<file path="src/verilog/issue_pkg.sv">
package issue_pkg;

    // ------------------------------------------------------------
    // Widths and sizes
    // ------------------------------------------------------------
    localparam int XLEN      = 32;
    localparam int REG_IDX_W = 5;
    localparam int NUM_REGS  = 32;

    // Stage positions in the per-pipe status arrays
    localparam int STAGE_E1   = 0;
    localparam int STAGE_E2   = 1;
    localparam int STAGE_WB   = 2;
    localparam int NUM_STAGES = 3;

    // ------------------------------------------------------------
    // Instruction and status types
    // ------------------------------------------------------------
    typedef enum logic [2:0] {
        OP_ADD = 3'd0,
        OP_SUB = 3'd1,
        OP_AND = 3'd2,
        OP_OR  = 3'd3,
        OP_XOR = 3'd4,
        OP_MUL = 3'd5
    } opcode_e;

    typedef struct packed {
        opcode_e              opcode;
        logic [REG_IDX_W-1:0] rd;
        logic [REG_IDX_W-1:0] ra;
        logic [REG_IDX_W-1:0] rb;
    } instr_t;

    // Slot 0 holds the older instruction
    typedef struct packed {
        logic   valid1;
        instr_t instr1;
        logic   valid0;
        instr_t instr0;
    } fetch_pair_t;

    typedef struct packed {
        instr_t          instr;
        logic [XLEN-1:0] ra_val;
        logic [XLEN-1:0] rb_val;
    } issue_t;

    // Status of one pipe stage for hazard checks and forwarding
    typedef struct packed {
        logic                 valid;
        logic                 wr;
        logic                 is_mul;
        logic [REG_IDX_W-1:0] rd;
        logic [XLEN-1:0]      result;
    } stage_t;

    typedef struct packed {
        logic [REG_IDX_W-1:0] rd;
        logic [XLEN-1:0]      result;
    } commit_t;

endpackage

</file>
<file path="src/verilog/operand_bypass.sv">
`timescale 1ns/10ps

module operand_bypass
(
     input  issue_pkg::instr_t          instr_i
    ,input  logic [issue_pkg::XLEN-1:0] ra_file_i
    ,input  logic [issue_pkg::XLEN-1:0] rb_file_i
    ,input  issue_pkg::stage_t          pipe0_stage_i [issue_pkg::NUM_STAGES]
    ,input  issue_pkg::stage_t          pipe1_stage_i [issue_pkg::NUM_STAGES]
    ,output issue_pkg::issue_t          issue_o
);

logic [issue_pkg::XLEN-1:0] ra_r;
logic [issue_pkg::XLEN-1:0] rb_r;

// Take the stage result if it writes the wanted register
function automatic logic [issue_pkg::XLEN-1:0] pick
(
    input issue_pkg::stage_t               stage,
    input logic [issue_pkg::REG_IDX_W-1:0] idx,
    input logic [issue_pkg::XLEN-1:0]      cur
);
    if (stage.valid && stage.wr && (stage.rd == idx))
        return stage.result;
    return cur;
endfunction

always_comb
begin
    ra_r = ra_file_i;
    rb_r = rb_file_i;

    // Oldest stage first so the newest producer is applied last
    for (int s = issue_pkg::STAGE_WB; s >= issue_pkg::STAGE_E1; s--)
    begin
        ra_r = pick(pipe0_stage_i[s], instr_i.ra, ra_r);
        rb_r = pick(pipe0_stage_i[s], instr_i.rb, rb_r);
        ra_r = pick(pipe1_stage_i[s], instr_i.ra, ra_r);
        rb_r = pick(pipe1_stage_i[s], instr_i.rb, rb_r);
    end

    if (instr_i.ra == '0)
        ra_r = '0;
    if (instr_i.rb == '0)
        rb_r = '0;
end

always_comb
begin
    issue_o.instr  = instr_i;
    issue_o.ra_val = ra_r;
    issue_o.rb_val = rb_r;
end

endmodule
</file>
<file path="config.mk">
export PLATFORM = sky130hd
export DESIGN_NAME = operand_bypass
export DESIGN_NICKNAME = d
export VERILOG_FILES = /design/src/verilog/issue_pkg.sv /design/src/verilog/operand_bypass.sv
export SDC_FILE = /design/constraint.sdc
export NUM_CORES = 1
export LEC_CHECK = 0
export BUFFER_PORTS_ARGS = -buffer_cell sky130_fd_sc_hd__buf_2
export CAP_MARGIN = 40
export CORE_AREA = 2 2 155 157
export DETAILED_ROUTE_END_ITERATION = 10
export DIE_AREA = 0 0 157 159
export MAX_ROUTING_LAYER = met4
export PLACE_DENSITY = 0.57
export REMOVE_ABC_BUFFERS = 1
export SETUP_SLACK_MARGIN = 0.2
export SYNTH_ARGS = -nofsm -noshare
export SYNTH_HDL_FRONTEND = slang
export SYNTH_SLANG_ARGS = --single-unit
export TNS_END_PERCENT = 20
</file>
<file path="constraint.sdc">
create_clock -name vclk -period 5
set_clock_uncertainty 0.2 [all_clocks]
set_input_delay 0.5 -clock vclk [all_inputs]
set_output_delay 0.5 -clock vclk [all_outputs]
set_load 0.05 [all_outputs]
</file>
==> results.md <==
* Status: finished clean
* Fin nets at 1409
* CP endpoint kind: output pin
* Max Clk Rate at 250 MHz
* Drt initial violations at 985
* Critical path peak fanout at 36
* Total vias in the final route at 8794
* Synthesized netlist cell count at 794
* Worst hold path class: in2out
* GRT Overall Usage at 0.270
* Fin area at 0.00759 mm2
* WP data arrival at 3.30 ns
* Mapped Area at 0.00541 mm2
* Area growth, synth to finish at 40.3%
* Vias per inst at 6.25
* Sequential fraction of the synthesis area at 0
* Worst slew pin tran at 0.898 ns
* Most area-consuming cells after synthesis: a2111oi_2, nor3_1, clkbuf_1
* Share of the clock period used by the worst path at 0.801
* Fin crit period at 4.00 ns
* PwrDens at 97.6 mW/mm2
* Final Non-Filler Cells at 1407
* RSZ-0062 raised after global routing: false
* Setup CP Type: in2out
* Initial antenna violation count at 3
* DIE AREA at 0.0250 mm2
* Final setup margin at 0.996 ns
* Most common cell after layout, fill and taps aside: buf_2
* Largest net degree at the start of global routing at 65
* WL/cell at 24.9 um
* Gr ovfl total at 0
* Max-slew violation count at 0
* PostCTS Resize Cnt at 0
* Cell variety after synth at 45
* Max_slew headroom at 0.402
* Top-area cell type share of the netlist area at 0.0805
* I/O Buffers at 382
* Final setup fails at 0
* Pre-CTS WS at 1.05 ns
* Width of the die at 157 um
* First-pass GRT wire length at 51.2 mm
* Ports at 404
* Placed Area at 0.00755 mm2
* DP HPWL at 25.4 mm
* Core area at 0.0232 mm2
* Post-route antenna net violation count at 0
* VDD IR max at 82.3 uV
* Yosys warns at 0
* Setup TNS at 0 ns
* Drt pass-1 iters at 5
* Commonest non-fill, non-tap cells in the layout: buf_2, nor3_1, o21ai_0, nand2_1, nor2_1
* Startpoint Class: input port
* Post-route DRC at 0
* Routability Congestion at 0.878
* Placed cells at 1403
* Die H at 159 um
* Sequential cells at 0
* Syn_area_per_cell at 6.81 um2
* WL final at 35.0 mm
* Final hold vios at 0
* Power Total at 0.000740 W
* Area leader, netlist: a2111oi_2
* Post-CTS Setup Inserts at 0
* Layout cells sized above 1 at 0.440
* Starting Density at 0.233
* Total leakage power at 3.19 nW
* Hold Buf Count CTS at 0
* CP required at 4.30 ns
* Clock buffer count at 0
* Register area at 0 um2
* Max-Cap Viols at 0
* FP Rows at 56
* Vias in the first global route at 8830
## stage by stage
stage | hold slack (ns) | util
floorplan | 0.800 | -
global placement | 0.801 | 0.325
detailed placement | 0.801 | 0.326
CTS | 0.801 | 0.326
global route | 0.800 | 0.327
finish | 0.800 | 0.327
## path summary, 6_finish.rpt
check	depth (start not counted)	startpoint	end	slack, ns
max	9	instr_i[0]	issue_o[17]	1.0
min	0	instr_i[10]	issue_o[74]	0.80
## worst max-delay path: stages
cell and delay, ns:
buf_2 0.26, xnor2_2 0.17, nand4_4 0.37, buf_4 0.40, or3b_1 0.38, a311oi_1 0.31
nor3_1 0.10, a2111oi_2 0.44, buf_2 0.34
## power by group
| group | total (W) | switching [W] | internal, W |
|---|---|---|---|
| logic | 0.000740 | 0.000485 | 0.000256 |
| clock network | 0.0000000000803 | 0 | 0.0000000000803 |
| registers | 0 | 0 | 0 |
## per-layer routing
metal	part of all wire	track usage	routed length (um)	vias up
met5	0	-	0	-
met4	0.040	0.103	1400	0
met3	0.12	0.0680	4180	145
met2	0.46	0.434	16200	749
met1	0.38	0.322	13200	4074
li1	-	-	-	3826
## area by class of cell
class	count	area [um2]
Multi-Input combinational cell	662	4880
Antenna cell	3	7.51
Inverter	3	11.3
Fill cell	2613	15600
Timing Repair Buffer	420	2290
Tap cell	319	399
## Yosys cell counts (all sizes together) (21+ instances only)
master,count
a2111oi,31
a211oi,21
a221oi,25
a22o,32
a311oi,32
buf,44
clkbuf,85
nand2,52
nor2,38
nor3,67
o21ai,63
o221ai,33
o22ai,32
xnor2,32
xor2,26
## logic make-up (layout without fill, tap and decap cells)
logic type	count (synthesis)	after routing	share of synthesized area
and+or+nand+nor	250	250	0.254
AOI/OAI and AO/OA	354	354	0.531
buffers and inverters	132	423	0.115
xor gates and xnor gates	58	58	0.0994
other	0	3	0
Note: power is estimated with default switching activity, not from simulation.
