**config.mk**
```make
export PLATFORM = sky130hd
export DESIGN_NAME = exec_pipe
export DESIGN_NICKNAME = d
export VERILOG_FILES = /design/src/verilog/issue_pkg.sv /design/src/verilog/exec_pipe.sv
export SDC_FILE = /design/constraint.sdc
export NUM_CORES = 2
export LEC_CHECK = 0
export BUFFER_PORTS_ARGS = -buffer_cell sky130_fd_sc_hd__buf_2
export CAP_MARGIN = 30
export CORE_ASPECT_RATIO = 1.4
export CORE_MARGIN = 10
export CORE_UTILIZATION = 60
export CTS_CLUSTER_SIZE = 20
export DETAILED_ROUTE_END_ITERATION = 7
export MAX_ROUTING_LAYER = met4
export PLACE_DENSITY_LB_ADDON = 0.2
export SYNTH_ARGS = -nofsm -noshare
export SYNTH_HDL_FRONTEND = slang
export SYNTH_SLANG_ARGS = --single-unit
```
**constraint.sdc**
```tcl
create_clock -name clk_i -period 9.8 [get_ports clk_i]
set_input_delay 1.47 -clock clk_i [delete_from_list [all_inputs] [get_ports clk_i]]
set_output_delay 1.47 -clock clk_i [all_outputs]
set_load 0.05 [all_outputs]
```
**src/verilog/issue_pkg.sv**
```systemverilog
package issue_pkg;

    // ------------------------------------------------------------
    // Widths and sizes
    // ------------------------------------------------------------
    localparam int XLEN      = 32;
    localparam int REG_IDX_W = 5;
    localparam int NUM_REGS  = 32;

    // Stage positions in the per-pipe status arrays
    localparam int STAGE_E1   = 0;
    localparam int STAGE_E2   = 1;
    localparam int STAGE_WB   = 2;
    localparam int NUM_STAGES = 3;

    // ------------------------------------------------------------
    // Instruction and status types
    // ------------------------------------------------------------
    typedef enum logic [2:0] {
        OP_ADD = 3'd0,
        OP_SUB = 3'd1,
        OP_AND = 3'd2,
        OP_OR  = 3'd3,
        OP_XOR = 3'd4,
        OP_MUL = 3'd5
    } opcode_e;

    typedef struct packed {
        opcode_e              opcode;
        logic [REG_IDX_W-1:0] rd;
        logic [REG_IDX_W-1:0] ra;
        logic [REG_IDX_W-1:0] rb;
    } instr_t;

    // Slot 0 holds the older instruction
    typedef struct packed {
        logic   valid1;
        instr_t instr1;
        logic   valid0;
        instr_t instr0;
    } fetch_pair_t;

    typedef struct packed {
        instr_t          instr;
        logic [XLEN-1:0] ra_val;
        logic [XLEN-1:0] rb_val;
    } issue_t;

    // Status of one pipe stage for hazard checks and forwarding
    typedef struct packed {
        logic                 valid;
        logic                 wr;
        logic                 is_mul;
        logic [REG_IDX_W-1:0] rd;
        logic [XLEN-1:0]      result;
    } stage_t;

    typedef struct packed {
        logic [REG_IDX_W-1:0] rd;
        logic [XLEN-1:0]      result;
    } commit_t;

endpackage

```
**src/verilog/exec_pipe.sv**
```systemverilog
`timescale 1ns/10ps

module exec_pipe
#(
    parameter int SUPPORT_MUL = 1
)
(
     input  logic               clk_i
    ,input  logic               rst_i
    ,input  logic               issue_valid_i
    ,input  issue_pkg::issue_t  issue_i
    ,output issue_pkg::stage_t  e1_o
    ,output issue_pkg::stage_t  e2_o
    ,output issue_pkg::stage_t  wb_o
    ,output logic               commit_valid_o
    ,output issue_pkg::commit_t commit_o
);

logic                       e1_valid_q;
issue_pkg::issue_t          e1_q;
logic [issue_pkg::XLEN-1:0] alu_r;
logic [issue_pkg::XLEN-1:0] mul_lo_w;
issue_pkg::stage_t          e2_q;
issue_pkg::stage_t          wb_q;

// ------------------------------------------------------------
// E1
// ------------------------------------------------------------
always_ff @(posedge clk_i or posedge rst_i)
begin
    if (rst_i)
        e1_valid_q <= 1'b0;
    else
        e1_valid_q <= issue_valid_i;
end

always_ff @(posedge clk_i)
begin
    if (issue_valid_i)
        e1_q <= issue_i;
end

always_comb
begin
    case (e1_q.instr.opcode)
        issue_pkg::OP_ADD: alu_r = e1_q.ra_val + e1_q.rb_val;
        issue_pkg::OP_SUB: alu_r = e1_q.ra_val - e1_q.rb_val;
        issue_pkg::OP_AND: alu_r = e1_q.ra_val & e1_q.rb_val;
        issue_pkg::OP_OR:  alu_r = e1_q.ra_val | e1_q.rb_val;
        issue_pkg::OP_XOR: alu_r = e1_q.ra_val ^ e1_q.rb_val;
        default:           alu_r = '0;
    endcase
end

// Low half of the product, registered into E2
if (SUPPORT_MUL != 0)
begin : g_mul
    assign mul_lo_w = e1_q.ra_val * e1_q.rb_val;
end
else
begin : g_no_mul
    assign mul_lo_w = '0;
end

always_comb
begin
    e1_o.valid  = e1_valid_q;
    e1_o.wr     = (e1_q.instr.rd != '0);
    e1_o.is_mul = (e1_q.instr.opcode == issue_pkg::OP_MUL);
    e1_o.rd     = e1_q.instr.rd;
    e1_o.result = alu_r;
end

// ------------------------------------------------------------
// E2 and WB
// ------------------------------------------------------------
always_ff @(posedge clk_i or posedge rst_i)
begin
    if (rst_i)
    begin
        e2_q <= '0;
        wb_q <= '0;
    end
    else
    begin
        e2_q <= e1_o;
        if (e1_o.is_mul)
            e2_q.result <= mul_lo_w;
        wb_q <= e2_q;
    end
end

assign e2_o = e2_q;
assign wb_o = wb_q;

assign commit_valid_o  = wb_q.valid;
assign commit_o.rd     = wb_q.rd;
assign commit_o.result = wb_q.result;

// A pipe without a multiplier must never be handed a mul
a_no_mul_without_unit: assert property (@(posedge clk_i) disable iff (rst_i)
    (SUPPORT_MUL == 0) |-> !(e1_o.valid && e1_o.is_mul));

endmodule

```
==> flow_summary_export.csv <==
group,metric,value,unit
critical_path,worst-endpoint-arrival,8.57,ns
die,coreArea,39300,um2
place,place_hpwl,66700,um
cells_and_area,growth_of_design_area_from_synthesis_to_finish,9.24,%
global_routing,global_route_usage_over_all_layers,36.8,%
timing,total_neg_setup_slack,0,ns
global_routing,number_of_antenna_violations_at_the_first_check_in_global_routing,1,
clocking,worst_skew_pair.late_latency,0.47,ns
critical_path,worstSetupEndpointType,"flip-flop",
drt,vias,19116,
critical_path,crit_type,"flip-flop to flip-flop",
hold_path,min_delay_path_depth,0,
cells_and_area,final_nets,3409,
critical_path,r2r-start,"e1_q[14]",
timing,timing.fmax,0.122,GHz
synthesis,mappedNetlistNets,3245,
timing,max_slew.worst_pin.slew,1.15,ns
hold_path,endpoint_worst_hold,"commit_o[9]",
synthesis,postSynthRegisterBits,153,
die,chipWidth,188,um
timing,clock_skew,0.0189,ns
global_routing,first_global_vias,20681,
synthesis,synth_cell_type_count,71,
synthesis,synth_area_per_cell,9.39,um2
clocking,post_cts_hold_buffer_count,0,
drt,drt_iter0_drc,1810,
clocking,clock_tree.htree_level_count,4,
die,placement_rows,86,
place,place.port_buffers,232,
drt,met2_length,41200,um
clocking,post_cts_resized,0,
critical_path,worst_setup_path_start_kind,"flip-flop",
drt,drtAntennaViolNets,0,
drt,route.detailed.vias_per_inst,5.90,
die,die_area,48100,um2
timing,slew_violations,0,
cells_and_area,layout_commonest_cell,"sky130_fd_sc_hd__inv_1",
clocking,cts_root_buf,"sky130_fd_sc_hd__clkbuf_16",
critical_path,crit_path_max_fanout,16,
timing,period_needed,8.22,ns
clocking,register_clock_pin_slew_on_the_reported_worst_setup_and_hold_paths,0.07,ns
die,dieHeight,256,um
drt,drt-total-wl,85200,um
global_routing,grt_first_pass_wirelength,127000,um
global_routing,sum_of_overflow_across_all_layers_after_global_routing,0,
clocking,clock_sink_count,153,
place,inst_count_dp,3205,
timing,setup_viol,0,
critical_path,r2r_slack,1.58,ns
drt,maxUsedRoutingLayer,"met4",
synthesis,synth_edf_count,72,
run,maxCapViolCount,0,
synthesis,synth_area,23800,um2
clocking,clock_tree_from_tritoncts,"built",
clocking,clk_path_buf_depth,2,
cells_and_area,final_cells,3239,
hold_path,timing.hold.worst.class,"flip-flop to flip-flop",
run_status,status,"complete, no violations",
drt,dr.pass1.iters,7,
timing,period_share,83.9,%
synthesis,synth_top_cells_by_area,"sky130_fd_sc_hd__fa_1 (34%), sky130_fd_sc_hd__ha_1 (12%), sky130_fd_sc_hd__edfxtp_1 (9.1%)",
synthesis,yosysSeqAreaShare,17.6,%
synthesis,synth_area_leader_cell,"sky130_fd_sc_hd__fa_1",
critical_path,cp_data_required_time,10.14,ns
critical_path,worstReg2RegEnd,"e2_o[31]",
cells_and_area,drive_above_1_share,13.1,%
timing,rsz0062_at_grt,"false",
critical_path,r2r_cells,21,
timing,timing.final.hold_violations,0,
synthesis,synth_warnings,0,
timing,maxSlewHeadroom,23.3,%
clocking,cts_made_buffers,17,
synthesis,synth_top_flop_cell,"sky130_fd_sc_hd__dfrtp_1",
clocking,setup_repair_bufs_after_cts,0,
place,gpl.final_weighted_congestion,1.04,
synthesis,synth_top_area_share,34.4,%
synthesis,syn-instance-count,2532,
hold_path,worstHoldStart,"e2_o[9]",
drt,routedWlPerCell,26.3,um
drt,drc,0,
die,start_util,60.5,%
global_routing,pin_count_of_the_biggest_net_entering_global_routing,59,
drt,met3RoutedLength,7730,um
drt,route.layer.met1.wl,28500,um
cells_and_area,final_cell_mix,"sky130_fd_sc_hd__inv_1 (449), sky130_fd_sc_hd__fa_1 (409), sky130_fd_sc_hd__nor2_1 (345)",
die,pin_count,243,
synthesis,synthArstFlopShare,52.9,%
how the worst max path moves through the flow:
stage / slack (ns) / endpoint / cells after the start / startpoint
after floorplan: 2.76 / e2_o[29] / 23 / e1_q[2]
after global placement: 1.76 / e2_o[31] / 21 / e1_q[11]
after detailed placement: 1.76 / e2_o[31] / 21 / e1_q[11]
after CTS: 1.70 / e2_o[31] / 21 / e1_q[14]
after global routing: 1.35 / e2_o[31] / 21 / e1_q[14]
final: 1.58 / e2_o[31] / 21 / e1_q[14]
stage by stage:
step	hold slack (ns)	area (um2)	setup slack, ns	util, %
2_1_floorplan	0.355	23800	2.76	-
3_5_place_dp	0.355	25400	1.76	64.6
4_1_cts	0.370	26000	1.70	66.1
6_report	0.369	26000	1.58	66.1
3_3_place_gp	0.354	25300	1.76	64.4
5_1_grt	0.373	26000	1.35	66.1
area by class of cell:
cell class                      count  area, um2
Antenna cell                        2       5.00
Multi-Input combinational cell   1755      17100
Timing Repair Buffer              296       1690
Sequential cell                   153       4190
Tap cell                          528        661
Clock inverter                     15        159
Inverter                          473       1780
Clock buffer                       17        425
Fill cell                        3248      13300
state kept, by name, summed over array words and instances (netlist names):
signal / count
commit_valid_o: 1
e2_o: 40
e1_o: 5
e1_valid_q: 1
e1_q: 67
wb_o: 2
commit_o: 37
routing by layer:
layer | vias up | global-route usage, %
li1 | 8099 | -
met1 | 9498 | 39.6
met2 | 1168 | 59.8
met3 | 351 | 7.63
met4 | 0 | 25.9
met5 | - | -
cell usage after synthesis, drive strengths merged, types with 31 or more instances:
cell,n
a21o,51
a21oi,59
buf,71
clkbuf,80
dfrtp,81
edfxtp,72
fa,409
ha,219
inv,458
nand2,276
nor2,346
o21ai,41
xnor2,110
xor2,31
worst max-delay path, stage by stage, from the launching register on:
cell,delay [ns]
sky130_fd_sc_hd__edfxtp_1,0.58
sky130_fd_sc_hd__clkinv_1,0.84
sky130_fd_sc_hd__nor2_1,0.41
sky130_fd_sc_hd__fa_1,0.46
sky130_fd_sc_hd__fa_1,0.52
sky130_fd_sc_hd__inv_1,0.05
sky130_fd_sc_hd__fa_1,0.46
sky130_fd_sc_hd__fa_1,0.51
sky130_fd_sc_hd__inv_1,0.06
sky130_fd_sc_hd__fa_1,0.55
sky130_fd_sc_hd__fa_1,0.43
sky130_fd_sc_hd__fa_1,0.51
sky130_fd_sc_hd__fa_1,0.42
sky130_fd_sc_hd__ha_1,0.38
sky130_fd_sc_hd__and4_1,0.25
sky130_fd_sc_hd__and3_1,0.18
sky130_fd_sc_hd__and2_1,0.19
sky130_fd_sc_hd__nand3_1,0.12
sky130_fd_sc_hd__o221a_1,0.25
sky130_fd_sc_hd__a21oi_1,0.35
sky130_fd_sc_hd__xnor2_1,0.22
sky130_fd_sc_hd__a221o_1,0.35
cells by family after synthesis:
kind of cell	synth area share (%)
and+or+nand+nor	12.0
adders and majority gates	46.0
buffers and inverters	10.6
AOI/OAI and AO/OA	7.29
DFF	17.6
xor gates and xnor gates	5.23
muxes	1.32
Power is not shown: default switching activity piles up to over one toggle a cycle in this logic, so the estimate is an artifact.
