**config.mk**
```make
export PLATFORM = sky130hd
export DESIGN_NAME = issue_scheduler
export DESIGN_NICKNAME = d
export VERILOG_FILES = /design/src/verilog/issue_pkg.sv /design/src/verilog/issue_scheduler.sv
export SDC_FILE = /design/constraint.sdc
export NUM_CORES = 1
export LEC_CHECK = 0
export BUFFER_PORTS_ARGS = -buffer_cell sky130_fd_sc_hd__buf_2
export CORE_UTILIZATION = 54
export DETAILED_ROUTE_END_ITERATION = 6
export PLACE_DENSITY = 0.85
export REMOVE_ABC_BUFFERS = 1
export SLEW_MARGIN = 20
export SYNTH_ARGS = -nofsm -noshare
export SYNTH_HDL_FRONTEND = slang
export SYNTH_SLANG_ARGS = --single-unit
```
**constraint.sdc**
```tcl
create_clock -name vclk -period 4.41
set_input_delay 0.2205 -clock vclk [all_inputs]
set_output_delay 0.2205 -clock vclk [all_outputs]
set_load 0.05 [all_outputs]
```
**src/verilog/issue_pkg.sv**
```systemverilog
package issue_pkg;

    // ------------------------------------------------------------
    // Widths and sizes
    // ------------------------------------------------------------
    localparam int XLEN      = 32;
    localparam int REG_IDX_W = 5;
    localparam int NUM_REGS  = 32;

    // Stage positions in the per-pipe status arrays
    localparam int STAGE_E1   = 0;
    localparam int STAGE_E2   = 1;
    localparam int STAGE_WB   = 2;
    localparam int NUM_STAGES = 3;

    // ------------------------------------------------------------
    // Instruction and status types
    // ------------------------------------------------------------
    typedef enum logic [2:0] {
        OP_ADD = 3'd0,
        OP_SUB = 3'd1,
        OP_AND = 3'd2,
        OP_OR  = 3'd3,
        OP_XOR = 3'd4,
        OP_MUL = 3'd5
    } opcode_e;

    typedef struct packed {
        opcode_e              opcode;
        logic [REG_IDX_W-1:0] rd;
        logic [REG_IDX_W-1:0] ra;
        logic [REG_IDX_W-1:0] rb;
    } instr_t;

    // Slot 0 holds the older instruction
    typedef struct packed {
        logic   valid1;
        instr_t instr1;
        logic   valid0;
        instr_t instr0;
    } fetch_pair_t;

    typedef struct packed {
        instr_t          instr;
        logic [XLEN-1:0] ra_val;
        logic [XLEN-1:0] rb_val;
    } issue_t;

    // Status of one pipe stage for hazard checks and forwarding
    typedef struct packed {
        logic                 valid;
        logic                 wr;
        logic                 is_mul;
        logic [REG_IDX_W-1:0] rd;
        logic [XLEN-1:0]      result;
    } stage_t;

    typedef struct packed {
        logic [REG_IDX_W-1:0] rd;
        logic [XLEN-1:0]      result;
    } commit_t;

endpackage

```
**src/verilog/issue_scheduler.sv**
```systemverilog
`timescale 1ns/10ps

module issue_scheduler
(
     input  issue_pkg::fetch_pair_t head_i
    ,input  issue_pkg::stage_t      pipe0_e1_i
    ,input  issue_pkg::stage_t      pipe1_e1_i
    ,output logic                   issue_a_o
    ,output logic                   issue_b_o
);

logic [issue_pkg::NUM_REGS-1:0] scoreboard_r;
logic                           issue_a_r;
logic                           issue_b_r;
issue_pkg::instr_t              a_w;
issue_pkg::instr_t              b_w;

assign a_w = head_i.instr0;
assign b_w = head_i.instr1;

always_comb
begin
    scoreboard_r = '0;
    issue_a_r    = 1'b0;
    issue_b_r    = 1'b0;

    // A mul in E1 has no product yet
    if (pipe0_e1_i.valid && pipe0_e1_i.is_mul && pipe0_e1_i.wr)
        scoreboard_r[pipe0_e1_i.rd] = 1'b1;
    if (pipe1_e1_i.valid && pipe1_e1_i.is_mul && pipe1_e1_i.wr)
        scoreboard_r[pipe1_e1_i.rd] = 1'b1;

    // ------------------------------------------------------------
    // Slot A
    // ------------------------------------------------------------
    if (head_i.valid0 &&
        !(scoreboard_r[a_w.ra] || scoreboard_r[a_w.rb] || scoreboard_r[a_w.rd]))
    begin
        issue_a_r = 1'b1;

        // Slot B must not read or overwrite what A produces this cycle
        if (a_w.rd != '0)
            scoreboard_r[a_w.rd] = 1'b1;
    end

    // ------------------------------------------------------------
    // Slot B
    // ------------------------------------------------------------
    // Pipe 1 has no multiplier
    if (issue_a_r && head_i.valid1 && (b_w.opcode != issue_pkg::OP_MUL) &&
        !(scoreboard_r[b_w.ra] || scoreboard_r[b_w.rb] || scoreboard_r[b_w.rd]))
    begin
        issue_b_r = 1'b1;
    end
end

assign issue_a_o = issue_a_r;
assign issue_b_o = issue_b_r;

endmodule

```
==> results by stage, run 1 <==
Route:
- The first TritonRoute pass finished after 5 iterations.
- Summing over every cut layer, the via total after detailed routing is around 4900.
- The highest metal layer carrying signal wires in the routed design is met5.
- The detail-routed via count per cell is ~8.1.
- Summed over all nets, wire length on met3 after detailed routing comes to roughly 2300 µm.
- The wire length on met1 is 5720 µm.
- Wire segments on met2 add up to around 6000 µm in the final route.
- In this run, the number of DRC markers left after iteration 0 of detailed routing was around 760.
- The final wirelength is approximately 15000 µm.
- In this run the remaining antenna-violating nets after routing total 0.
- After detailed routing, the average wire length per cell comes to 24.1 µm.
- The number of DRC violations after detailed routing is 0.

Timing:
- The final setup violation count is 0.
- For the pin with the worst max-slew slack, the measured transition is about 0.77 ns.
- The tightest hold path in the finished design has a slack of between 0.8 and 0.9 ns.
- The total count of max-transition violations in the final report came to 0.
- Timing would allow up to 227 MHz.
- The smallest clock period supported by the final layout is computed as 4.40 ns.
- The worst pin sits at a relative slew slack of about half.
- The final hold violation count is 0.
- The final clock period utilization by the worst path is between 90 and 100%.

Worst setup path:
- At the worst endpoint, the required time is ~4.2 ns.
- The count of buffering cells on the critical path with inverters included is 4.
- For this design, the slowest cell found on the critical path is mux4_2.
- The most critical setup path has its startpoint at pipe1_e1_i[33].
- The kind of critical path is primary input to output port.
- The largest single stage delay on the critical path is around 0.55 ns.
- The highest net fanout along the worst path is 17.
- Walking the worst path, the cells encountered are clkbuf_4 -> nor4b_4 -> a22oi_1 -> mux4_2 -> nand3b_1 -> nand4_1 -> o31ai_4 -> buf_6 -> buf_12 -> o21ai_1 -> mux4_2 -> nor4b_4 -> a21oi_2 -> o2111ai_2 -> nor4_2 -> buf_4.
- In this design, the largest share of critical-path delay is due to simple AND/OR/NAND/NOR gates.
- The critical path launch point type is a primary input.
- At the worst endpoint, the arrival time is 4.18 ns.
- The critical path crosses 16 cells after its start point.
- The element type at the critical path end is an output port.

Power:
- In this run the static leakage power is 1.37 nW.
- VDD sags by at most between 100 and 150 µV.
- The power density over the cells is around 83 mW/mm².

Synth:
- The synthesized netlist devotes a little over a third of its cell area to compound gates.
- The share of the synthesized area in the top cell type is under 10%.
- The portion of netlist area occupied by mux cells is between 10% and 20%.
- Of the total synthesized cell area, the portion taken by full adders, half adders and majority gates is 0%.
- Dividing the synthesized area by the synthesized cell count gives a little under 7 µm².
- After synthesis, the cell types taking the most area are mux4_2 7.2%, nand4_1 6.7%, nor2_1 5.5%.
- The largest family of logic cells by synthesized area is simple AND/OR/NAND/NOR gates.
- The number of unique standard cell types used by synthesis is just under 80.
- The parity-gate share of the synthesized area counting xor and xnor cells is 0%.
- After technology mapping, the gate count stands at 499.
- The synthesized netlist devotes a little over two fifths of its cell area to simple gates.
- The cell area after technology mapping is approximately 0.0034 mm².
- The count of warnings emitted by yosys is 0.
- The cell type with the highest aggregate area in the netlist is mux4_2.
- The fraction of the yosys area taken by sequential cells is 0%.

Layout:
- The multi-input combinational cells in the finished layout cover a total of ~0.0033 mm².
- The count of cells in the finished layout, fillers not included, comes to between 600 and 700.
- The net count of the finished layout is roughly 650.
- After layout, the clock buffer instance count stands at 0.
- The design has 0 sequential cells.
- The relative area change from synthesis to final layout is 18.2%.
- In the final layout, flip-flops and latches occupy 0 µm².
- The final antenna diode count is 0.
- The share of post-route cells with drive strength above 1 is between 20% and 30%.
- The top cell types in the final layout, fill and taps aside, are 50 x nor2_1, 44 x buf_2, 38 x nand2_1.
- Leaving out fill and tap cells, the most frequent cell in the layout is nor2_1.
- The number of filler instances in the final layout is roughly 550.

Global route:
- The sum of overflow across all layers after global routing is 0.
- The number of antenna violations at the first check in global routing is 1.
- The via count of the first global-routing pass is a little over 4000.
- The first global-routing pass estimated 21500 µm of wire.
- The global router's overall resource usage is 41.7%.
- The pin count of the biggest net entering global routing is 37.

Die:
- The effective utilization at floorplan is 57.0%.
- The die span in y is 81.8 µm.
- The number of I/O pins is 120.
- The die area is roughly 0.0067 mm².
- The die is around 80 µm wide.
- The placeable core region is about 0.0060 mm².
- The floorplan has 28 rows.

Placement:
- Detailed placement finished with a half-perimeter wire length of approximately 11000 µm.
- The count of buffers added on input and output ports is 53.
- The congestion estimate from routability-driven global placement came to approximately 1.0.
- The placed instance count is roughly 600.

Worst hold path:
- The number of cells on the worst hold path is 4.
- The launch instance of the worst min-delay path is head_i[37].
- The path category of the worst min-delay check is primary input to output port.

Run status:
- The flow ran to the end, and the final reports show no timing, DRC or antenna violations.

Job:
- The max-capacitance violation count is 0.

Clock tree:
- The post-cts hold buffer count is 0.
cell type report:
| class | instances | share of cell area (%) |
|---|---|---|
| inverters | 14 | 1.29 |
| multi-input cells | 434 | 81.3 |
| well taps | 75 | 2.31 |
| repair buffers | 86 | 15.1 |
cell families (layout without fill, tap and decap cells):
kind of cell,Yosys count,in the layout
and+or+nand+nor,242,242
AOI/OAI and AO/OA,156,156
buffers and inverters,65,100
muxes,36,36
power breakdown:
part,switching (mW),internal (mW)
clock network,0,0
registers,0,0
logic,0.204,0.131
synth_stat cells (4+ instances only):
cell type	number
a21oi_1	5
nor4b_1	5
mux4_2	11
mux2i_1	18
or2_2	5
inv_1	13
mux2_2	7
nand4b_1	11
buf_2	10
nor3b_1	4
nand2_1	38
o2111ai_1	8
o211ai_1	6
a2bb2oi_1	6
nand4_1	37
o22a_1	21
nor4_1	6
a22oi_1	4
nand4bb_1	5
or4bb_1	6
nand3_1	15
o21ai_1	4
clkbuf_1	32
nand2b_1	9
o32a_1	4
nor2_1	50
o21bai_1	5
o21ai_0	18
o22ai_1	28
o311ai_0	4
nor3_1	18
and4_1	4
o221ai_1	12
metal layers:
layer	track usage, %	up-vias
li1	-	2126
met3	9.11	77
met4	11.2	2
met1	60.3	2245
met5	0	-
met2	61.3	455
repair_timing:
item,in CTS,in global routing
hold endpoints to repair,0,0
setup endpoints to repair,0,1
setup buffers,0,8
resized for setup,0,48
stage by stage:
stage / setup TNS, ns / instance area, µm² / total power, mW / setup WS (ns) / utilization [%]
2_1_floorplan: -2.19 / 3200 / 0.143 / -1.72 / -
3_3_place_gp: 0 / 3780 / 0.268 / 0.0809 / 62.7
3_5_place_dp: 0 / 3780 / 0.272 / 0.0461 / 62.7
4_1_cts: 0 / 3780 / 0.273 / 0.0356 / 62.7
5_1_grt: -0.0734 / 4060 / 0.351 / -0.0734 / 67.4
6_report: 0 / 4060 / 0.335 / 0.0141 / 67.4
worst paths after layout:
check	endpoint	slack [ns]
max	issue_b_o	0.01
min	issue_b_o	0.87
Power figures use the tool's default switching activity.
==> run 2: changes to the inputs <==
--- a/config.mk
+++ b/config.mk
@@ -10,6 +10,7 @@
 export DETAILED_ROUTE_END_ITERATION = 6
 export PLACE_DENSITY = 0.85
 export REMOVE_ABC_BUFFERS = 1
+export SETUP_SLACK_MARGIN = 0.05
 export SLEW_MARGIN = 20
 export SYNTH_ARGS = -nofsm -noshare
 export SYNTH_HDL_FRONTEND = slang
==> constraint.sdc (replaced) <==
create_clock -name vclk -period 4.35
set_input_delay 0.2175 -clock vclk [all_inputs]
set_output_delay 0.2175 -clock vclk [all_outputs]
set_load 0.05 [all_outputs]
==> run 2 against run 1 <==
Effect of this change:
- utilization down 2.6 points
- flip-flop and latch count unchanged
- sequential share of layout area unchanged
- die area unchanged
- critical endpoint unchanged
- non-clock buffer count down 9
- setup slack better by 0.054 ns
- count of clock-buffer cells in the layout unchanged
- first-iteration DRC count up 8.5%
==> results by stage, run 2 (synthesis results as in run 1) <==
Route:
- After detailed routing, the number of vias per cell comes to 8.15.
- The first-pass iteration count of the detailed router is 6.
- In this run the remaining antenna-violating nets after routing total 0.
- The iteration-0 DRC count of the detailed router is 820.
- The detail-routed net length per standard cell is 22.6 µm.
- The number of DRC violations after detailed routing is 0.
- Detailed routing inserted a total of 4892 vias.
- The final wirelength is 13500 µm.

Worst setup path:
- The required time of the critical path is approximately 4.1 ns.
- The element type at the critical path end is an output port.
- The setup path with the least slack is of type primary input to output port.
- The worst setup path is launched from a primary input.
- Data arrives at the worst endpoint at slightly above 4 ns.
- The highest net fanout along the worst path is 17.

Die:
- Once the floorplan was initialized, standard cells occupied about 57% of the core.
- The floorplan step set the die height to about 80 µm.
- The floorplan step defined a die boundary enclosing ~0.0067 mm².
- The horizontal die dimension is ~82 µm.
- The total number of placement rows is 28.
- During I/O placement, the number of pins put on the boundary was between 100 and 150.
- The placeable core region is roughly 0.0060 mm².

Placement:
- The number of input and output port buffers inserted is 53.
- At the placement stage, the worst setup path has a slack of between 0.02 and 0.025 ns.
- The number of placed instances, taps included, is about 600.
- The detailed placer's ending HPWL is 10200 µm.
- At the end of routability-driven placement, the weighted congestion stood at between 1 and 1.5.

Timing:
- The final hold violation count is 0.
- Setup repair after global routing could not meet its margin everywhere.
- The minimum clock period is between 4 and 5 ns.
- Timing would allow up to ~230 MHz.
- The total count of max-transition violations in the final report is 0.
- The slew at the pin closest to its max-slew limit is between 0.6 and 0.7 ns.
- The tightest slew margin relative to the limit is 56.6%.
- The setup slack of the critical path after layout is a little under 0.07 ns.
- Setup violations remaining at the end of the flow were counted as 0.
- The final clock period utilization by the worst path is about 100%.

Power:
- The maximum vdd ir drop is just under 90 µV.
- Dividing total power by cell area gives a power density of approximately 81 mW/mm².
- The analysis attributes to cell leakage a power of ~1.3 nW.
- The design draws around 0.31 mW.

Clock tree:
- After clock tree synthesis, the flow added hold-fix buffers numbering 0.

Layout:
- The final cell count without fillers is 600.
- The count of flip-flops and latches is 0.
- The post-route netlist has between 20% and 30% of its cells at a drive strength greater than 1.
- The number of filler instances in the final layout is ~550.
- The number of clock buffers in the layout is 0.
- The relative area change from synthesis to final layout is 13.7%.
- In the layout the commonest cells are 50 x nor2_1, 46 x buf_2, 38 x nand2_1.
- In the final layout, the multi-input gates occupy around 0.0032 mm².
- The final antenna diode count is 0.
- In the final design database the tool counted between 600 and 700 nets.
- Leaving out fill and tap cells, the most frequent cell in the layout is nor2_1.
- Measured on the finished design, the core utilization comes to ~65%.
- The sequential cells in the finished layout cover a total of 0 µm².

Worst hold path:
- The worst hold path terminates at issue_b_o.
- The launch instance of the worst min-delay path is head_i[37].
- The number of cells on the worst hold path is 4.
- The worst hold path belongs to the class primary input to output port.

Run status:
- The run finished with clean final reports.

Global route:
- The first global-routing pass estimated 20700 µm of wire.
- The via count of the first global-routing pass is ~4100.
- Entering global routing, the biggest net connects 31 pins.
- The number of antenna violations at the first check in global routing was 0.
- The global router's overall resource usage is about two fifths.
- The sum of overflow across all layers after global routing is 0.

Job:
- Across the run, the number of max-cap violations was 0.
-- run 2: worst max path at each step --
stage / from / slack, ns / cells past startpoint / end
2_1_floorplan: pipe0_e1_i[39] / -1.78 / 9 / issue_b_o
5_1_grt: pipe0_e1_i[32] / 0.01 / 16 / issue_b_o
3_3_place_gp: pipe1_e1_i[32] / 0.08 / 15 / issue_b_o
6_report: pipe1_e1_i[35] / 0.07 / 15 / issue_b_o
4_1_cts: pipe1_e1_i[32] / 0.08 / 15 / issue_b_o
3_5_place_dp: pipe0_e1_i[34] / 0.02 / 15 / issue_b_o
-- run 2: power breakdown --
group	internal [mW]	leakage, nW	switching [mW]
registers	0	0	0
logic	0.119	1.30	0.196
clock network	0	0	0
total	0.119	1.30	0.196
-- run 2: critical path: stages --
cell	delay (ns)
buf_2	0.29
or4b_1	0.52
o22a_1	0.28
mux4_2	0.47
nand3b_1	0.10
nand4_1	0.25
o31ai_4	0.17
buf_12	0.18
o21ai_1	0.12
mux4_2	0.49
nor4b_4	0.15
a21oi_2	0.11
o2111ai_1	0.15
nor4_2	0.30
buf_4	0.24
-- run 2: stage by stage --
stage	setup TNS [ns]	cell area, µm²	hold WS, ns
6_report	0	3910	0.871
5_1_grt	0	3910	0.879
4_1_cts	0	3780	0.863
3_5_place_dp	0	3770	0.884
3_3_place_gp	0	3770	0.885
2_1_floorplan	-2.30	3200	0.637
-- run 2: repair_timing --
action | in CTS | in global routing
pin swaps | 0 | 4
resized for setup | 2 | 22
endpoints found under the hold margin | 0 | 0
buffers inserted | 0 | 2
setup endpoints to repair | 1 | 1
gates cloned | 0 | 1
-- run 2: layout make-up --
class / instances / share of cell area, %
well taps: 75 / 2.40
multi-input cells: 434 / 82.7
inverters: 14 / 1.35
repair buffers: 77 / 13.6
-- run 2: metal layers --
metal | share of wire, % | vias to the layer above | GRT usage (%)
met5 | 0 | - | 0
met4 | 5.3 | 0 | 16.0
met3 | 15 | 108 | 8.56
met2 | 42 | 457 | 58.5
met1 | 38 | 2224 | 55.0
li1 | - | 2103 | -
