### config.mk
export PLATFORM = sky130hd
export DESIGN_NAME = issue_pair_buffer
export DESIGN_NICKNAME = d
export VERILOG_FILES = /design/src/verilog/issue_pkg.sv /design/src/verilog/issue_pair_buffer.sv
export SDC_FILE = /design/constraint.sdc
export NUM_CORES = 1
export LEC_CHECK = 0
export ABC_CLOCK_PERIOD_IN_PS = 3600
export BUFFER_PORTS_ARGS = -buffer_cell sky130_fd_sc_hd__buf_2
export CORE_ASPECT_RATIO = 0.5
export CORE_MARGIN = 4
export CORE_UTILIZATION = 49
export DETAILED_ROUTE_END_ITERATION = 12
export GPL_TIMING_DRIVEN = 0
export HOLD_SLACK_MARGIN = 0.08
export PLACE_DENSITY_LB_ADDON = 0.2
export SLEW_MARGIN = 20
export SYNTH_ARGS = -nofsm -noshare
export SYNTH_HDL_FRONTEND = slang
export SYNTH_SLANG_ARGS = --single-unit
### constraint.sdc
create_clock -name clk_i -period 3.6 [get_ports clk_i]
set_clock_uncertainty 0.15 [all_clocks]
set_input_delay 0.36 -clock clk_i [delete_from_list [all_inputs] [get_ports clk_i]]
set_output_delay 0.36 -clock clk_i [all_outputs]
set_load 0.1 [all_outputs]
### src/verilog/issue_pkg.sv
package issue_pkg;

    // ------------------------------------------------------------
    // Widths and sizes
    // ------------------------------------------------------------
    localparam int XLEN      = 32;
    localparam int REG_IDX_W = 5;
    localparam int NUM_REGS  = 32;

    // Stage positions in the per-pipe status arrays
    localparam int STAGE_E1   = 0;
    localparam int STAGE_E2   = 1;
    localparam int STAGE_WB   = 2;
    localparam int NUM_STAGES = 3;

    // ------------------------------------------------------------
    // Instruction and status types
    // ------------------------------------------------------------
    typedef enum logic [2:0] {
        OP_ADD = 3'd0,
        OP_SUB = 3'd1,
        OP_AND = 3'd2,
        OP_OR  = 3'd3,
        OP_XOR = 3'd4,
        OP_MUL = 3'd5
    } opcode_e;

    typedef struct packed {
        opcode_e              opcode;
        logic [REG_IDX_W-1:0] rd;
        logic [REG_IDX_W-1:0] ra;
        logic [REG_IDX_W-1:0] rb;
    } instr_t;

    // Slot 0 holds the older instruction
    typedef struct packed {
        logic   valid1;
        instr_t instr1;
        logic   valid0;
        instr_t instr0;
    } fetch_pair_t;

    typedef struct packed {
        instr_t          instr;
        logic [XLEN-1:0] ra_val;
        logic [XLEN-1:0] rb_val;
    } issue_t;

    // Status of one pipe stage for hazard checks and forwarding
    typedef struct packed {
        logic                 valid;
        logic                 wr;
        logic                 is_mul;
        logic [REG_IDX_W-1:0] rd;
        logic [XLEN-1:0]      result;
    } stage_t;

    typedef struct packed {
        logic [REG_IDX_W-1:0] rd;
        logic [XLEN-1:0]      result;
    } commit_t;

endpackage

### src/verilog/issue_pair_buffer.sv
`timescale 1ns/10ps

module issue_pair_buffer
(
     input  logic                   clk_i
    ,input  logic                   rst_i
    ,input  logic                   in_valid_i
    ,input  issue_pkg::fetch_pair_t in_pair_i
    ,output logic                   in_ready_o
    ,input  logic                   issue_a_i
    ,input  logic                   issue_b_i
    ,output issue_pkg::fetch_pair_t head_o
);

// Slot 1 is only ever valid when slot 0 is valid too
logic              valid0_q;
logic              valid1_q;
issue_pkg::instr_t instr0_q;
issue_pkg::instr_t instr1_q;

logic keep0_w;
logic load_w;

// ------------------------------------------------------------
// Occupancy after this cycle's issue
// ------------------------------------------------------------
// An issue of slot 0 alone leaves slot 1 behind, which then moves forward
assign keep0_w    = issue_a_i ? (valid1_q && !issue_b_i) : valid0_q;
assign in_ready_o = !keep0_w;
assign load_w     = in_valid_i && in_ready_o;

always_ff @(posedge clk_i or posedge rst_i)
begin
    if (rst_i)
    begin
        valid0_q <= 1'b0;
        valid1_q <= 1'b0;
    end
    else if (load_w)
    begin
        // A lone slot 1 instruction is packed into slot 0
        valid0_q <= in_pair_i.valid0 || in_pair_i.valid1;
        valid1_q <= in_pair_i.valid0 && in_pair_i.valid1;
    end
    else
    begin
        valid0_q <= keep0_w;
        valid1_q <= valid1_q && !issue_a_i;
    end
end

always_ff @(posedge clk_i)
begin
    if (load_w)
    begin
        instr0_q <= in_pair_i.valid0 ? in_pair_i.instr0 : in_pair_i.instr1;
        instr1_q <= in_pair_i.instr1;
    end
    else if (issue_a_i)
    begin
        instr0_q <= instr1_q;
    end
end

always_comb
begin
    head_o.valid0 = valid0_q;
    head_o.instr0 = instr0_q;
    head_o.valid1 = valid1_q;
    head_o.instr1 = instr1_q;
end

// ------------------------------------------------------------
// Checks
// ------------------------------------------------------------
// An empty buffer issues nothing and never holds off the source
a_ready_when_empty: assert property (@(posedge clk_i) disable iff (rst_i)
    !valid0_q |-> (in_ready_o && !issue_a_i));

// The scheduler only sends slot B out together with a held slot A
a_b_with_a: assert property (@(posedge clk_i) disable iff (rst_i)
    issue_b_i |-> (issue_a_i && valid1_q));

endmodule

==> flow_metrics.tcl, run 1 <==
set metrics [dict create \
    synth_area_leader_cell "edfxtp_1" \
    overflow 0 \
    syn2layout_area_growth_pct 31.98 \
    wl_um 3165 \
    core_area_sq_um 3153 \
    die_area_sq_um 4510 \
    critPathLaunch "valid1_q" \
    layout.nets 222 \
    dpl.hpwl_um 2391 \
    tns_ns 0 \
    crit_fanout 3 \
    antenna_cells 0 \
    yosysMostFrequentCell "edfxtp_1" \
    yosys-mux-area-fraction_pct 26.57 \
    via_per_inst 4.923 \
    antenna_found_initial 0 \
    synth_top_family_by_area "multiplexers" \
    max_freq_ghz 0.5284 \
    grt.total_usage_pct 14.61 \
    die_h_um 49.53 \
    hold_ws_ns 0.1129 \
    power_frac_seq_pct 43.7 \
    p_leak_nw 0.9764 \
    worst_pin_slew_ns 0.7475 \
    dp.cells 211 \
    report.final.slew_viol_count 0 \
    drc_errors 0 \
    cp-end-kind "primary output" \
    die_w_um 91.07 \
    power_switching_w 0.0004826 \
    wl_per_cell_um 14.39 \
    critPathRequiredTime_ns 3.09 \
    critPathLaunchType "flop" \
    crit_slowest_cell "buf_2" \
    fp-row-count 14 \
    grt_pass1_wl_um 5085 \
    cts_tree "done" \
    async_reset_ff_share_pct 5.263 \
    ant_nets 0 \
    path_clk_slew_ns 0.07 \
    h-tree-depth 2 \
    p_int_w 0.0007610 \
    fin_crit_sh_pct 52.57 \
    n_fill_cell 223 \
    synth_xor_xnor_area_share_pct 0 \
    max-clock-path-buffers 2 \
    min_from "in_pair_i[34]" \
    synth_seq_cells 38 \
    power_frac_comb_pct 34.5 \
    finalSetupViolCount 0 \
    yosys_warnings 0 \
    numCtsBuffers 5 \
    clock-sinks 38 \
    yosysUniqueCellTypes 18 \
    cts_resized 0 \
    num_vias 1083 \
    rsz0062_at_grt "false" \
    status "finished, final reports clean" \
    synth_edf_count 36 \
    initial_core_util_pct 53.61 \
    grt_max_degree 28 \
    drt_iter0_markers 35 \
    seq_area_sq_um 1131 \
    finalNonFillerCells 220 \
    criticalPathCategory "flop to primary output" \
    peakVddDrop_v 0.0002986 \
    synth.net_count 134 \
    finalWeightedCongestion 0.7697 \
    swShare_pct 38.81 \
    yosysSeqAreaShare_pct 66.91 \
    post-route-min-period_ns 1.893 \
    cpPeakStageDelay_ns 0.43 \
    crit_chain "nand3b_1 -> and2_1 -> buf_2" \
    clkPwrFrac_pct 21.8 \
    hp-class "primary input to flop" \
    dr.pass1.iters 4 \
    root_buffer "clkbuf_8" \
    multiInputGateArea_sq_um 505.5 \
    syn_area_sq_um 1690 \
    hold_viol 0 \
    post_synth_fa_ha_maj_area_fraction_pct 0 \
    synth_commonest_cells "edfxtp_1, mux2_2, mux2_4" \
    ios 82 \
    syn_avg_cell_area_sq_um 18.58 \
    syn-instance-count 91 \
    drive_gt1_share_pct 70.56 \
    p_per_area_nw_per_um2 557.4 \
    slew_headroom_pct 50.17 \
    yosys.area_share.simple_pct 3.035 \
    synth_top_cell_area_share_pct 63.95 \
    synth_ff_type "edfxtp_1" \
    synth_compound_area_share_pct 0.2961 \
    maxCapViolCount 0 \
    ys_top_cells_by_area "edfxtp_1, mux2_2, mux2_4" \
    numPortBuffers 80 \
    grt_pass1_vias 1068 \
    r2r-start "valid1_q" \
    worstPathArrival_ns 1.38 \
    clk_latency_ns 0.28 \
]
-- area by class of cell --
| type | count | area share, % |
|---|---|---|
| clock buffers | 8 | 3.589 |
| plain buffers | 5 | 1.963 |
| repair buffers | 81 | 18.40 |
| inverters | 2 | 0.4487 |
| well taps | 40 | 2.243 |
| multi-input cells | 46 | 22.66 |
| flip-flops and latches | 38 | 50.70 |
-- layer usage --
layer	up-vias	GRT usage [%]	part of all wire [%]
met4	0	3.750	0.54
met3	3	6.079	9.4
met2	49	25.58	50
met1	510	16.77	40
li1	521	-	-
met5	-	0	0
-- logic make-up (layout without fill, tap and decap cells) --
group           count (synthesis)  after routing
flops                          38             38
mux                            37             37
buf+inv                         7             96
simple gates                    8              8
compound gates                  1              1
-- power by group through the flow --
stage               Combinational, W  Sequential (W)  Clock (W)
floorplan                   0.000101        0.000812          0
global placement            0.000428        0.000552          0
detailed placement          0.000430        0.000554          0
CTS                         0.000432        0.000545   0.000279
global route                0.000444        0.000548   0.000302
finish                      0.000429        0.000544   0.000271
-- registers in the layout, summed over array words and instances (netlist names) --
register	count
valid1_q	1
head_o	36
valid0_q	1
-- repair_timing --
| item | in CTS | in global routing |
|---|---|---|
| buffers inserted | 0 | 0 |
| hold endpoints to repair | 2 | 0 |
| hold buffers | 1 | 0 |
-- final timing paths --
path	slack, ns	endpoint	depth (start not counted)
hold / removal	0.11	head_o[34]	1
setup reg to reg	1.76	head_o[3]	3
setup / recovery	1.71	in_ready_o	3
min in group asynchronous	0.32	valid0_q	3
hold reg to reg	0.43	head_o[3]	1
max in group asynchronous	2.87	valid1_q	3
-- cells in the final DEF (no fill, tap or decap) --
| master | synthesis | routed |
|---|---|---|
| dlygate4sd3_1 | 0 | 1 |
| or2b_1 | 1 | 1 |
| mux2_4 | 9 | 9 |
| buf_12 | 1 | 1 |
| mux2i_1 | 1 | 1 |
| nand2b_1 | 2 | 2 |
| and2_1 | 1 | 1 |
| edfxtp_1 | 36 | 36 |
| nand3b_1 | 1 | 1 |
| clkbuf_8 | 0 | 5 |
| clkbuf_1 | 1 | 4 |
| buf_2 | 1 | 81 |
| o21ai_0 | 1 | 1 |
| mux2_2 | 27 | 27 |
| nand2_1 | 2 | 2 |
| inv_1 | 1 | 1 |
| nand3_2 | 1 | 1 |
| dfrtp_1 | 2 | 2 |
| buf_4 | 2 | 2 |
| inv_4 | 1 | 1 |
-- worst max-delay path, delay by kind of cell, from the launching register on --
family                 cells  cell delay [ns]
DFF                        1             0.40
and+or+nand+nor            2             0.27
buffers and inverters      1             0.43
-- through the flow --
stage               instance area, sq um  worst slack, ns  power (W)  utilization, %
global route                        2231            1.621   0.001293           70.75
CTS                                 2231            1.695   0.001256           70.75
detailed placement                  2141            1.633  0.0009846           67.90
floorplan                           1690            1.842  0.0009132               -
global placement                    2141            1.622  0.0009802           67.90
finish                              2231            1.707   0.001244           70.75
No activity file was read; power rests on OpenSTA's default activity.
==> inputs of run 2 (changes only) <==
--- a/config.mk
+++ b/config.mk
@@ -5,11 +5,11 @@
 export SDC_FILE = /design/constraint.sdc
 export NUM_CORES = 1
 export LEC_CHECK = 0
-export ABC_CLOCK_PERIOD_IN_PS = 3600
+export ABC_CLOCK_PERIOD_IN_PS = 1700
 export BUFFER_PORTS_ARGS = -buffer_cell sky130_fd_sc_hd__buf_2
 export CORE_ASPECT_RATIO = 0.5
 export CORE_MARGIN = 4
-export CORE_UTILIZATION = 49
+export CORE_UTILIZATION = 41
 export DETAILED_ROUTE_END_ITERATION = 12
 export GPL_TIMING_DRIVEN = 0
 export HOLD_SLACK_MARGIN = 0.08
==> constraint.sdc (replaced) <==
create_clock -name clk_i -period 1.7 [get_ports clk_i]
set_clock_uncertainty 0.15 [all_clocks]
set_input_delay 0.17 -clock clk_i [delete_from_list [all_inputs] [get_ports clk_i]]
set_output_delay 0.17 -clock clk_i [all_outputs]
set_load 0.1 [all_outputs]
==> run 2 against run 1 <==
  * Critical path depth grew 2
  * Final cell count grew 19%
  * Largest cell class unchanged
  * Design area grew 15%
  * Sequential cell count is the same
  * Via count grew 12%
  * Clock power grew 110%
  * Global-route usage grew 0.95 points
  * Core utilization shrank 5.8 points
  * Sequential share of layout area shrank 6.5 points
==> flow_metrics.tcl, run 2 (synthesized netlist as in run 1, its figures left out) <==
set metrics [dict create \
    syn2layout_area_growth_pct 51.52 \
    cpLargestDelayFamily "flip-flops" \
    via_per_inst 4.648 \
    h-tree-depth 2 \
    path_clk_slew_ns 0.07 \
    report.final.slew_viol_count 0 \
    worst_pin_slew_ns 0.5768 \
    status "finished, final reports clean" \
    largest_reg_flops 36 \
    power_frac_comb_pct 36.6 \
    initial_core_util_pct 42.86 \
    finalSetupViolCount 0 \
    p_leak_nw 1.116 \
    drc_errors 0 \
    overflow 0 \
    layout.nets 249 \
    max_freq_ghz 0.6083 \
    peakVddDrop_v 0.0005451 \
    core_area_sq_um 3944 \
    numCtsBuffers 5 \
    numPortBuffers 80 \
    slew_headroom_pct 61.55 \
    die_w_um 98.81 \
    layout_common_cells "buf_2, edfxtp_1, mux2_2, dlygate4sd3_1, mux2_4" \
    crit_slowest_cell "dfrtp_1" \
    dr.pass1.iters 3 \
    cts_tree "done" \
    clk_latency_ns 0.28 \
    antenna_cells 0 \
    hold_ws_ns 0.1560 \
    p_per_area_nw_per_um2 1063 \
    finalWeightedCongestion 0.6979 \
    clkPwrFrac_pct 21.1 \
    path_depth 5 \
    max-clock-path-buffers 2 \
    ant_nets 0 \
    p_int_w 0.001668 \
    power_switching_w 0.001054 \
    post-route-min-period_ns 1.644 \
    ios 82 \
    antenna_found_initial 0 \
    power_frac_seq_pct 42.3 \
    grt.total_usage_pct 15.56 \
    fin_crit_sh_pct 96.70 \
    crit_chain "nand3b_1 -> nand3_4 -> inv_6 -> buf_12 -> mux2_4" \
    dpl.hpwl_um 2646 \
    hold_viol 0 \
    critPathRequiredTime_ns 1.58 \
    drive_gt1_share_pct 64.73 \
    criticalPathCategory "flop to flop" \
    critPathLaunchType "flop" \
    rsz0062_at_grt "false" \
    root_buffer "clkbuf_8" \
    worstPathArrival_ns 1.53 \
    n_fill_cell 317 \
    clock-sinks 38 \
    die_h_um 53.41 \
    worstRegToRegCells 5 \
    total_power_w 0.002722 \
    wl_per_cell_um 15.31 \
    grt_pass1_wl_um 6085 \
    crit_fanout 14 \
    die_area_sq_um 5277 \
    swShare_pct 38.71 \
    critPathBufInv 2 \
    cpPeakStageDelay_ns 0.39 \
    hp-class "primary input to asynchronous set/reset pin" \
    grt_pass1_vias 1270 \
    maxCapViolCount 0 \
    cp-end-kind "flop" \
    num_vias 1213 \
    grt_max_degree 19 \
    drt_iter0_markers 22 \
    fp-row-count 16 \
    final_common_cell "buf_2" \
    utilization_pct 64.94 \
    wl_um 3996 \
]
-- run 2: timing repair --
action | 4_1_cts | 5_1_grt
setup endpoints to repair | 28 | 22
gates cloned | 1 | 0
pin swaps | 0 | 1
hold buffers | 22 | 1
buffers inserted | 3 | 1
endpoints found under the hold margin | 22 | 1
gates resized for setup | 4 | 1
-- run 2: through the flow --
step | std cells | instance area (sq um) | worst slack [ns] | TNS (ns)
final | 261 | 2561 | 0.05608 | 0
after global routing | 261 | 2561 | 0.004115 | 0
after CTS | 259 | 2536 | 0.01264 | 0
after detailed placement | 225 | 2158 | -0.2495 | -5.333
after global placement | 225 | 2158 | -0.2820 | -5.874
after floorplan | 91 | 1690 | 0.05154 | 0
-- run 2: worst min-delay path, stage by stage --
cell and delay, ns:
dlygate4sd3_1 0.55, buf_2 0.12, inv_1 0.08
-- run 2: layout make-up --
class / count / area [sq um] / area share, %
flip-flops and latches: 38 / 1131 / 44.16
multi-input cells: 46 / 516.7 / 20.18
clock inverters: 2 / 8.758 / 0.3420
clock buffers: 6 / 72.57 / 2.833
repair buffers: 108 / 708.2 / 27.65
well taps: 54 / 67.56 / 2.638
plain buffers: 5 / 43.79 / 1.710
inverters: 2 / 12.51 / 0.4885
-- run 2: power groups by stage --
stage	logic, W	registers [W]	clock network [W]
final	0.000996	0.00115	0.000573
after global placement	0.000909	0.00117	0
after global routing	0.00103	0.00116	0.000654
after floorplan	0.000214	0.00172	0
after CTS	0.000993	0.00115	0.000600
after detailed placement	0.000917	0.00117	0
-- run 2: final timing paths --
path	startpoint	slack, ns	end
worst min register to register	head_o[32]	0.42	head_o[13]
worst max register to register	valid1_q	0.06	head_o[9]
max in group asynchronous	rst_i	1.13	valid0_q
worst min-delay path	rst_i	0.16	valid1_q
worst max-delay path	valid1_q	0.06	head_o[9]
min in group clk_i	in_pair_i[7]	0.17	head_o[7]
-- run 2: per-layer routing --
layer / up-vias / wire length [um] / track usage (%)
met1: 585 / 1636 / 17.54
met4: 0 / 39 / 6.349
li1: 579 / - / -
met3: 6 / 279 / 5.526
met2: 43 / 2040 / 27.44
met5: - / 0 / 0
